$ cat src/hdl/skdecode_pkg.sv
// ML-DSA secret-key decode definitions
// Modulus, memory widths, request format and FSM state encodings

`default_nettype none

package skdecode_pkg;

    // Modulus q
    localparam logic [22:0] MLDSA_Q = 23'd8380417;
    localparam int MLDSA_MEM_ADDR_WIDTH = 12;

    typedef logic [MLDSA_MEM_ADDR_WIDTH-1:0] kmem_addr_t;
    typedef logic [MLDSA_MEM_ADDR_WIDTH-1:0] dmem_addr_t;
    typedef logic [31:0] kword_t;
    typedef logic [23:0] coeff_t;
    // Four coefficients, lowest first
    typedef logic [95:0] dword_t;

    typedef enum logic [1:0] {
        RW_IDLE  = 2'd0,
        RW_READ  = 2'd1,
        RW_WRITE = 2'd2
    } mem_rw_mode_e;

    typedef struct packed {
        mem_rw_mode_e                    rd_wr_en;
        logic [MLDSA_MEM_ADDR_WIDTH-1:0] addr;
    } mem_if_t;

    typedef enum logic [2:0] {
        SKDEC_RD_IDLE,
        SKDEC_RD_S1,
        SKDEC_RD_S2,
        SKDEC_RD_T0,
        SKDEC_RD_STAGE
    } skdec_read_state_e;

    typedef enum logic [2:0] {
        SKDEC_WR_IDLE,
        SKDEC_WR_S1,
        SKDEC_WR_S2,
        SKDEC_WR_T0,
        SKDEC_WR_STAGE
    } skdec_write_state_e;

endpackage

`default_nettype wire

$ cat src/hdl/skdecode_ctrl.sv
// Secret-key decode control
// Read FSM streams the key out of memory, the lagging write FSM
// turns unpacker valids into destination bank writes

`timescale 1ns/1ps
`default_nettype none

module skdecode_ctrl
    import skdecode_pkg::*;
#(
    parameter int MLDSA_L = 7,
    parameter int MLDSA_K = 8,
    parameter int MLDSA_N = 256
) (
    input  wire             clk,
    input  wire             reset_n,
    input  wire             zeroize,
    input  wire             skdecode_enable,
    input  wire kmem_addr_t src_base_addr,
    input  wire dmem_addr_t dest_base_addr,
    input  wire             s1s2_valid,
    input  wire             t0_valid,
    input  wire             t0_buf_stall,
    output mem_if_t         kmem_a_rd_req,
    output mem_if_t         kmem_b_rd_req,
    output mem_if_t         mem_a_wr_req,
    output mem_if_t         mem_b_wr_req,
    output logic            s1s2_enable,
    output logic            t0_enable,
    output logic            s1s2_buf_stall,
    output logic            skdecode_done,
    output logic            s1_done,
    output logic            s2_done,
    output logic            t0_done
);

    // Last count of each section
    localparam logic [9:0] S1_LAST = 10'(MLDSA_L * MLDSA_N / 8 - 1);
    localparam logic [9:0] S2_LAST = 10'(MLDSA_K * MLDSA_N / 8 - 1);
    localparam logic [9:0] T0_LAST = 10'(MLDSA_K * MLDSA_N * 13 / 64 - 1);

    skdec_read_state_e  rd_state;
    skdec_read_state_e  rd_state_nxt;
    skdec_write_state_e wr_state;
    skdec_write_state_e wr_state_nxt;

    kmem_addr_t rd_addr;
    dmem_addr_t wr_grp;
    dmem_addr_t wr_addr;
    logic [9:0] sec_count;
    logic [9:0] sec_last;
    logic [1:0] stall_count;
    logic       start;
    logic       s1s2_mode_rd;
    logic       t0_mode_rd;
    logic       s1s2_stall_nxt;
    logic       rd_issue;
    logic       sec_end;
    logic       wr_s1s2;
    logic       wr_drained;
    logic       wr_t0_leave;
    logic       wr_s1s2_fire;
    logic       wr_t0_fire;

    assign start         = skdecode_enable & (wr_state == SKDEC_WR_IDLE);
    assign skdecode_done = (wr_state == SKDEC_WR_IDLE);

    // ------------------------------------------------------------------
    // Read side
    // ------------------------------------------------------------------
    always_comb begin
        s1s2_mode_rd   = (rd_state == SKDEC_RD_S1) | (rd_state == SKDEC_RD_S2);
        t0_mode_rd     = (rd_state == SKDEC_RD_T0);
        // One idle slot in four while unpacking eta coefficients
        s1s2_stall_nxt = s1s2_mode_rd & (stall_count == 2'd3);
        rd_issue       = (s1s2_mode_rd & ~s1s2_stall_nxt) | (t0_mode_rd & ~t0_buf_stall);
        unique case (rd_state)
            SKDEC_RD_S1: sec_last = S1_LAST;
            SKDEC_RD_S2: sec_last = S2_LAST;
            default:     sec_last = T0_LAST;
        endcase
        // s1/s2 count cycles, t0 counts issued reads
        sec_end = (sec_count == sec_last) & (s1s2_mode_rd | (t0_mode_rd & rd_issue));
    end

    always_ff @(posedge clk or negedge reset_n) begin
        if (!reset_n) begin
            rd_addr     <= '0;
            sec_count   <= '0;
            stall_count <= '0;
        end else if (zeroize || rd_state == SKDEC_RD_IDLE) begin
            rd_addr     <= '0;
            sec_count   <= '0;
            stall_count <= '0;
        end else begin
            // Address runs on across sections
            if (rd_issue)
                rd_addr <= rd_addr + (t0_mode_rd ? kmem_addr_t'(2) : kmem_addr_t'(1));
            if (s1s2_mode_rd)
                stall_count <= stall_count + 2'd1;
            if (sec_end)
                sec_count <= '0;
            else if (s1s2_mode_rd || rd_issue)
                sec_count <= sec_count + 10'd1;
        end
    end

    always_comb begin
        rd_state_nxt = rd_state;
        unique case (rd_state)
            SKDEC_RD_IDLE: begin
                if (skdecode_enable)
                    rd_state_nxt = SKDEC_RD_S1;
            end
            SKDEC_RD_S1, SKDEC_RD_S2, SKDEC_RD_T0: begin
                if (sec_end)
                    rd_state_nxt = SKDEC_RD_STAGE;
            end
            SKDEC_RD_STAGE: begin
                // Wait here for the write side to catch up
                if (wr_state == SKDEC_WR_STAGE)
                    rd_state_nxt = s2_done ? SKDEC_RD_T0 : SKDEC_RD_S2;
                else if (wr_t0_leave)
                    rd_state_nxt = SKDEC_RD_IDLE;
            end
            default: rd_state_nxt = SKDEC_RD_IDLE;
        endcase
    end

    // ------------------------------------------------------------------
    // Write side
    // ------------------------------------------------------------------
    always_comb begin
        wr_s1s2      = (wr_state == SKDEC_WR_S1) | (wr_state == SKDEC_WR_S2);
        wr_s1s2_fire = wr_s1s2 & s1s2_valid;
        wr_t0_fire   = (wr_state == SKDEC_WR_T0) & t0_valid;
        // Last read data is still in flight on the first STAGE cycle
        wr_drained   = (rd_state == SKDEC_RD_STAGE) & ~s1s2_enable & ~t0_enable &
                       ~s1s2_valid & ~t0_valid;
        wr_t0_leave  = (wr_state == SKDEC_WR_T0) & wr_drained;
    end

    always_comb begin
        wr_state_nxt = wr_state;
        unique case (wr_state)
            SKDEC_WR_IDLE: begin
                if (skdecode_enable)
                    wr_state_nxt = SKDEC_WR_S1;
            end
            SKDEC_WR_S1, SKDEC_WR_S2: begin
                if (wr_drained)
                    wr_state_nxt = SKDEC_WR_STAGE;
            end
            SKDEC_WR_T0: begin
                if (wr_drained)
                    wr_state_nxt = SKDEC_WR_IDLE;
            end
            SKDEC_WR_STAGE: wr_state_nxt = s2_done ? SKDEC_WR_T0 : SKDEC_WR_S2;
            default:        wr_state_nxt = SKDEC_WR_IDLE;
        endcase
    end

    always_ff @(posedge clk or negedge reset_n) begin
        if (!reset_n) begin
            rd_state <= SKDEC_RD_IDLE;
            wr_state <= SKDEC_WR_IDLE;
        end else if (zeroize) begin
            rd_state <= SKDEC_RD_IDLE;
            wr_state <= SKDEC_WR_IDLE;
        end else begin
            rd_state <= rd_state_nxt;
            wr_state <= wr_state_nxt;
        end
    end

    // Destination group number, shared by all three sections
    always_ff @(posedge clk or negedge reset_n) begin
        if (!reset_n)
            wr_grp <= '0;
        else if (zeroize || wr_state == SKDEC_WR_IDLE)
            wr_grp <= '0;
        else if (wr_s1s2_fire)
            wr_grp <= wr_grp + dmem_addr_t'(2);
        else if (wr_t0_fire)
            wr_grp <= wr_grp + dmem_addr_t'(1);
    end

    // Sticky section flags, cleared by the next start
    always_ff @(posedge clk or negedge reset_n) begin
        if (!reset_n) begin
            s1_done <= 1'b0;
            s2_done <= 1'b0;
            t0_done <= 1'b0;
        end else if (zeroize || start) begin
            s1_done <= 1'b0;
            s2_done <= 1'b0;
            t0_done <= 1'b0;
        end else begin
            if (wr_state == SKDEC_WR_S1 && wr_drained)
                s1_done <= 1'b1;
            if (wr_state == SKDEC_WR_S2 && wr_drained)
                s2_done <= 1'b1;
            if (wr_t0_leave)
                t0_done <= 1'b1;
        end
    end

    // ------------------------------------------------------------------
    // Memory requests
    // ------------------------------------------------------------------
    always_comb begin
        wr_addr = dest_base_addr + (wr_grp >> 1);

        kmem_a_rd_req.rd_wr_en = rd_issue ? RW_READ : RW_IDLE;
        kmem_a_rd_req.addr     = src_base_addr + rd_addr;
        // Port b only helps out in t0, one word ahead
        kmem_b_rd_req.rd_wr_en = (rd_issue & t0_mode_rd) ? RW_READ : RW_IDLE;
        kmem_b_rd_req.addr     = src_base_addr + rd_addr + kmem_addr_t'(1);

        mem_a_wr_req.addr      = wr_addr;
        mem_a_wr_req.rd_wr_en  = (wr_s1s2_fire | (wr_t0_fire & ~wr_grp[0])) ?
                                 RW_WRITE : RW_IDLE;
        mem_b_wr_req.addr      = wr_addr;
        mem_b_wr_req.rd_wr_en  = (wr_s1s2_fire | (wr_t0_fire & wr_grp[0])) ?
                                 RW_WRITE : RW_IDLE;
    end

    // Delayed one cycle to meet the returning read data
    always_ff @(posedge clk or negedge reset_n) begin
        if (!reset_n) begin
            s1s2_enable    <= 1'b0;
            t0_enable      <= 1'b0;
            s1s2_buf_stall <= 1'b0;
        end else if (zeroize) begin
            s1s2_enable    <= 1'b0;
            t0_enable      <= 1'b0;
            s1s2_buf_stall <= 1'b0;
        end else begin
            s1s2_enable    <= s1s2_mode_rd;
            t0_enable      <= t0_mode_rd & ~t0_buf_stall;
            s1s2_buf_stall <= s1s2_stall_nxt;
        end
    end

endmodule

`default_nettype wire

$ cat src/hdl/skdecode_s1s2_unpack.sv
// s1/s2 unpacker
// Repacks 32-bit key words into groups of eight 3-bit eta values,
// maps each to 2 - v mod q and flags values above 4

`timescale 1ns/1ps
`default_nettype none

module skdecode_s1s2_unpack
    import skdecode_pkg::*;
(
    input  wire         clk,
    input  wire         reset_n,
    input  wire         zeroize,
    input  wire         s1s2_enable,
    input  wire         s1s2_buf_stall,
    input  wire kword_t kmem_rd_data,
    output logic        s1s2_valid,
    output dword_t      s1s2_lo_word,
    output dword_t      s1s2_hi_word,
    output logic        s1s2_error
);

    logic [55:0] buf_q;
    logic [55:0] buf_drained;
    logic [55:0] buf_nxt;
    logic [5:0]  cnt;
    logic [5:0]  cnt_drained;
    logic        take;
    logic        en_d;
    logic        in_s2;
    logic        grp_bad;
    coeff_t      coeff [8];

    function automatic coeff_t eta_map(input logic [2:0] v);
        coeff_t d;
        d = coeff_t'(2) - coeff_t'(v);
        if (v > 3'd2)
            d = d + coeff_t'(MLDSA_Q);
        return d;
    endfunction

    always_comb begin
        take        = s1s2_enable & ~s1s2_buf_stall;
        s1s2_valid  = (cnt >= 6'd24);
        buf_drained = s1s2_valid ? (buf_q >> 24) : buf_q;
        cnt_drained = s1s2_valid ? cnt - 6'd24 : cnt;
        buf_nxt     = buf_drained;
        if (take)
            buf_nxt = buf_drained | (56'(kmem_rd_data) << cnt_drained);

        grp_bad = 1'b0;
        for (int i = 0; i < 8; i++) begin
            coeff[i] = eta_map(buf_q[3*i +: 3]);
            grp_bad  = grp_bad | (buf_q[3*i +: 3] > 3'd4);
        end
        s1s2_lo_word = {coeff[3], coeff[2], coeff[1], coeff[0]};
        s1s2_hi_word = {coeff[7], coeff[6], coeff[5], coeff[4]};
    end

    always_ff @(posedge clk or negedge reset_n) begin
        if (!reset_n) begin
            buf_q      <= '0;
            cnt        <= '0;
            en_d       <= 1'b0;
            in_s2      <= 1'b0;
            s1s2_error <= 1'b0;
        end else if (zeroize) begin
            buf_q      <= '0;
            cnt        <= '0;
            en_d       <= 1'b0;
            in_s2      <= 1'b0;
            s1s2_error <= 1'b0;
        end else begin
            buf_q <= buf_nxt;
            cnt   <= cnt_drained + (take ? 6'd32 : 6'd0);
            en_d  <= s1s2_enable;
            // Enable rises once for s1 and once for s2 in every run
            if (s1s2_enable && !en_d)
                in_s2 <= ~in_s2;
            if (s1s2_enable && !en_d && !in_s2)
                s1s2_error <= 1'b0;
            else if (s1s2_valid && grp_bad)
                s1s2_error <= 1'b1;
        end
    end

endmodule

`default_nettype wire

$ cat src/hdl/skdecode_t0_unpack.sv
// t0 sample buffer
// Takes 64 key bits per enabled cycle and emits groups of four 13-bit
// values mapped to 4096 - v mod q, stalling the reads when nearly full

`timescale 1ns/1ps
`default_nettype none

module skdecode_t0_unpack
    import skdecode_pkg::*;
(
    input  wire         clk,
    input  wire         reset_n,
    input  wire         zeroize,
    input  wire         t0_enable,
    input  wire kword_t kmem_a_rd_data,
    input  wire kword_t kmem_b_rd_data,
    output logic        t0_valid,
    output dword_t      t0_word,
    output logic        t0_buf_stall
);

    logic [127:0] buf_q;
    logic [127:0] buf_drained;
    logic [7:0]   cnt;
    logic [7:0]   cnt_drained;
    logic [7:0]   cnt_nxt;
    coeff_t       coeff [4];

    function automatic coeff_t t0_map(input logic [12:0] v);
        coeff_t d;
        d = coeff_t'(4096) - coeff_t'(v);
        if (v > 13'd4096)
            d = d + coeff_t'(MLDSA_Q);
        return d;
    endfunction

    always_comb begin
        t0_valid    = (cnt >= 8'd52);
        buf_drained = t0_valid ? (buf_q >> 52) : buf_q;
        cnt_drained = t0_valid ? cnt - 8'd52 : cnt;
        cnt_nxt     = t0_enable ? cnt_drained + 8'd64 : cnt_drained;

        // A read issued now lands after one more drain of 52 bits,
        // so 116 bits is the most that still leaves room for 64
        t0_buf_stall = (cnt_nxt > 8'd116);

        for (int i = 0; i < 4; i++)
            coeff[i] = t0_map(buf_q[13*i +: 13]);
        t0_word = {coeff[3], coeff[2], coeff[1], coeff[0]};
    end

    always_ff @(posedge clk or negedge reset_n) begin
        if (!reset_n) begin
            buf_q <= '0;
            cnt   <= '0;
        end else if (zeroize) begin
            buf_q <= '0;
            cnt   <= '0;
        end else begin
            cnt <= cnt_nxt;
            // Port a holds the lower word
            if (t0_enable)
                buf_q <= buf_drained |
                         (128'({kmem_b_rd_data, kmem_a_rd_data}) << cnt_drained);
            else
                buf_q <= buf_drained;
        end
    end

endmodule

`default_nettype wire

$ cat src/hdl/skdecode_top.sv
// Secret-key decode top level
// Joins the control block to the s1/s2 and t0 unpackers and steers
// their coefficient words to the two destination banks

`timescale 1ns/1ps
`default_nettype none

module skdecode_top
    import skdecode_pkg::*;
#(
    parameter int MLDSA_L = 7,
    parameter int MLDSA_K = 8,
    parameter int MLDSA_N = 256
) (
    input  wire             clk,
    input  wire             reset_n,
    input  wire             zeroize,
    input  wire             skdecode_enable,
    input  wire kmem_addr_t src_base_addr,
    input  wire dmem_addr_t dest_base_addr,
    input  wire kword_t     kmem_a_rd_data,
    input  wire kword_t     kmem_b_rd_data,
    output mem_if_t         kmem_a_rd_req,
    output mem_if_t         kmem_b_rd_req,
    output mem_if_t         mem_a_wr_req,
    output mem_if_t         mem_b_wr_req,
    output dword_t          mem_a_wr_data,
    output dword_t          mem_b_wr_data,
    output logic            skdecode_done,
    output logic            s1_done,
    output logic            s2_done,
    output logic            t0_done,
    output logic            skdecode_error
);

    logic   s1s2_enable;
    logic   s1s2_buf_stall;
    logic   s1s2_valid;
    logic   t0_enable;
    logic   t0_valid;
    logic   t0_buf_stall;
    dword_t s1s2_lo_word;
    dword_t s1s2_hi_word;
    dword_t t0_word;

    skdecode_ctrl #(
        .MLDSA_L (MLDSA_L),
        .MLDSA_K (MLDSA_K),
        .MLDSA_N (MLDSA_N)
    ) u_ctrl (
        .clk             (clk),
        .reset_n         (reset_n),
        .zeroize         (zeroize),
        .skdecode_enable (skdecode_enable),
        .src_base_addr   (src_base_addr),
        .dest_base_addr  (dest_base_addr),
        .s1s2_valid      (s1s2_valid),
        .t0_valid        (t0_valid),
        .t0_buf_stall    (t0_buf_stall),
        .kmem_a_rd_req   (kmem_a_rd_req),
        .kmem_b_rd_req   (kmem_b_rd_req),
        .mem_a_wr_req    (mem_a_wr_req),
        .mem_b_wr_req    (mem_b_wr_req),
        .s1s2_enable     (s1s2_enable),
        .t0_enable       (t0_enable),
        .s1s2_buf_stall  (s1s2_buf_stall),
        .skdecode_done   (skdecode_done),
        .s1_done         (s1_done),
        .s2_done         (s2_done),
        .t0_done         (t0_done)
    );

    skdecode_s1s2_unpack u_s1s2 (
        .clk            (clk),
        .reset_n        (reset_n),
        .zeroize        (zeroize),
        .s1s2_enable    (s1s2_enable),
        .s1s2_buf_stall (s1s2_buf_stall),
        .kmem_rd_data   (kmem_a_rd_data),
        .s1s2_valid     (s1s2_valid),
        .s1s2_lo_word   (s1s2_lo_word),
        .s1s2_hi_word   (s1s2_hi_word),
        .s1s2_error     (skdecode_error)
    );

    skdecode_t0_unpack u_t0 (
        .clk            (clk),
        .reset_n        (reset_n),
        .zeroize        (zeroize),
        .t0_enable      (t0_enable),
        .kmem_a_rd_data (kmem_a_rd_data),
        .kmem_b_rd_data (kmem_b_rd_data),
        .t0_valid       (t0_valid),
        .t0_word        (t0_word),
        .t0_buf_stall   (t0_buf_stall)
    );

    // s1/s2 fill both banks at once, t0 goes to one bank at a time
    always_comb begin
        mem_a_wr_data = s1s2_valid ? s1s2_lo_word : t0_word;
        mem_b_wr_data = s1s2_valid ? s1s2_hi_word : t0_word;
    end

endmodule

`default_nettype wire

$ cat config.mk
export PLATFORM = sky130hd
export DESIGN_NAME = skdecode_top
export DESIGN_NICKNAME = d
export VERILOG_FILES = /design/src/hdl/skdecode_pkg.sv /design/src/hdl/skdecode_ctrl.sv /design/src/hdl/skdecode_s1s2_unpack.sv /design/src/hdl/skdecode_t0_unpack.sv /design/src/hdl/skdecode_top.sv
export SDC_FILE = /design/constraint.sdc
export NUM_CORES = 1
export LEC_CHECK = 0
export ABC_CLOCK_PERIOD_IN_PS = 17600
export BUFFER_PORTS_ARGS = -buffer_cell sky130_fd_sc_hd__buf_2
export CORE_MARGIN = 5
export CORE_UTILIZATION = 45
export CTS_CLUSTER_SIZE = 30
export DETAILED_ROUTE_END_ITERATION = 7
export MAX_ROUTING_LAYER = met4
export SLEW_MARGIN = 0
export SYNTH_ARGS = -nofsm -noshare
export SYNTH_HDL_FRONTEND = slang
export SYNTH_HIERARCHICAL = 1
export SYNTH_SLANG_ARGS = --single-unit
$ cat constraint.sdc
create_clock -name clk -period 17.6 [get_ports clk]
set_input_delay 3.52 -clock clk [delete_from_list [all_inputs] [get_ports clk]]
set_output_delay 3.52 -clock clk [all_outputs]
set_load 0.01 [all_outputs]
==> metrics.txt <==
CTS Hold Buffers Added 0; CTS max path bufs 3; Worst Hold End u_t0/buf_q[92]; Seq/Total Area, Yosys 0.224; Netlist Area Pre-Place 27300 um^2; Core Region 60200 um^2; CTS Buf Count 29; initial core utilization 0.453; most frequent cell after synthesis nand2_1; drt initial violations 2571; drt wl/cell 25.3 um; Setup Buffers After CTS 0; TNS Setup 0 ps; Yosys cell types 115; final core occ 0.485; Worst VDD drop 0.0736 mV; Routed WL 107000 um; biggest area consumer among synthesized cells dfrtp_1; status complete, no violations; Mapped Cells 3373; WP data arrival 6090 ps; adder-cell share of the synthesized area 0.0429; critical path startpoint category input pin; filler-free cell count of the finished design 4222; CTS tree built; Hold Crit Class flip-flop to flip-flop; fmax 104 MHz; DP HPWL 79200 um; Synth Flop Type dfrtp_1; GR Util All Layers 0.312; Die Area 65700 um^2; Slew Limit Fails 0; xor/xnor cell area share of the yosys netlist 0.0445; vias per inst 6.37; count of state elements after synthesis 244; share of layout cells above drive strength 1 0.237; first-pass GRT wire length 160000 um; Max Cap Viol 0; I/O Buffers 340; Routed Antenna Nets 0; die height 256 um; largest net degree at the start of global routing 172; main combinational cell family by area after synthesis compound AO/OA/AOI/OAI gates; mux contribution to synthesized area 0.191; minimum clock period 9610 ps; CTS Sinks 244; DRC 0; area grow syn2layout 7.14%; Clock transition at path regs 60 ps; Tcrit/Tclk final 0.546; nets 3589; Clock Skew 29.8 ps; placed insts 4157; Power Density 52.0 nW/um^2; GRT overflow 0; top post-synthesis cells by area dfrtp_1 22%, mux2_2 11%, nand2_1 5.6%; initial antenna violation count 12; Critical R2R Capture u_ctrl/rd_state[0]; row cnt 90; HP Start u_t0/buf_q[92]; Final Hold Fails 0; routability congestion estimate 0.979; Leakage 12.7 nW; Worst R2R Path Depth 16; syn avg cell area 8.09 um^2; Post-synth EDFFs 0; Slew @ Worst Pin 1310 ps; post_cts resized 0; routed vias 26.9k; final setup fails 0; R2R Setup Slk 12000 ps; worst-path fanout max 3; Slew headroom 0.126; Clock Latency Late Sink 590 ps; clk root buf clkbuf_16; unrepaired setup endpoints after global routing no; Async S/R FF share, synth 1.00; Simple-Gate Fraction of Synth Area 0.196; endpoint type of the worst setup path output pin; vias in the first global route 25.8k; post-synthesis compound-gate area fraction 0.207; Crit Reg-Reg Startpoint u_t0/cnt[2]; Pre-Repair DR Iteration Count 6; critical path type input pin to output pin; Boundary Pins 345; CP required 14080 ps; Post-synth top cells 407 x nand2_1, 340 x nor2_1, 270 x mux2_2, 244 x dfrtp_1, 216 x a21oi_1; post-synth top area share 0.224; Yosys Warn Count 6; Hold Crit Depth 2; # H-tree levels 1; die width 256 um
## power breakdown
part	switching, mW	internal (mW)
clock network	0.255	0.402
registers	0.0100	0.567
logic	0.190	0.0954
total	0.455	1.06
## worst max-delay path, cell delays in order
cell and delay [ps]:
buf_2 100, ha_1 230, fa_1 430, a211oi_1 420, o211a_1 250, nor3_1 80
a311oi_1 260, or4b_4 510, xnor2_2 140, buf_2 150
## routing by layer
metal  wire length (um)  vias to the layer above  GRT usage
met3               7950                      257     0.0476
met4               5540                        0      0.140
li1                   -                    12300          -
met2              49200                     1283      0.489
met5                  0                        -          -
met1              44000                    13100      0.402
## flip-flops by register name, summed over array words and instances (netlist names), 2 cells and up
name,count
u_s1s2/cnt,3
u_s1s2/buf_q,56
u_ctrl/stall_count,2
u_ctrl/wr_grp,12
u_ctrl/wr_state,3
u_ctrl/rd_state,3
u_ctrl/rd_addr,12
u_ctrl/sec_count,10
u_t0/buf_q,128
u_t0/cnt,6
## final cells by class
cell class,instances,area [um^2]
Antenna cell,14,35.0
Inverter,114,438
Clock buffer,37,826
Sequential cell,244,6110
Timing Repair Buffer,373,1990
Clock inverter,14,210
Multi-Input combinational cell,2644,18700
Tap cell,782,978
Fill cell,5963,31000
## metrics by stage
step | hold slack (ps) | worst slack, ps | total power [mW] | instance area [um^2]
finish | 479 | 7990 | 1.52 | 29200
global route | 515 | 7880 | 1.57 | 29200
CTS | 479 | 8010 | 1.52 | 29200
detailed placement | 466 | 8020 | 0.865 | 28200
global placement | 462 | 8030 | 0.860 | 28200
floorplan | 439 | 8360 | 0.783 | 27300
## worst max path at each step
stage                     cells past startpoint             start  slack, ps                 to
after global routing                         10  src_base_addr[0]       7880  kmem_b_rd_req[10]
final                                        10  src_base_addr[0]       7990  kmem_b_rd_req[10]
after detailed placement                     10  src_base_addr[0]       8020  kmem_b_rd_req[10]
after global placement                       10  src_base_addr[0]       8030  kmem_b_rd_req[10]
after CTS                                    10  src_base_addr[0]       8010  kmem_b_rd_req[10]
after floorplan                               8  src_base_addr[0]       8360  kmem_b_rd_req[10]
## layout by cell type, fill, tap and decap left out, types with 69 or more instances in the layout
master,n
a21oi_1,216
a31oi_1,69
buf_2,338
dfrtp_1,242
ha_1,87
inv_1,109
mux2_2,270
mux2i_1,137
nand2_1,406
nand3_1,76
nor2_1,339
nor3_1,74
o21ai_0,80
xnor2_1,96
## cells by family after synthesis
group,Yosys count
and+or+nand+nor,1146
AOI/OAI and AO/OA,821
buffers and inverters,488
muxes,445
DFF,244
xor gates and xnor gates,136
adders and majority gates,92
other,1
(Power assumes the default switching activity.)
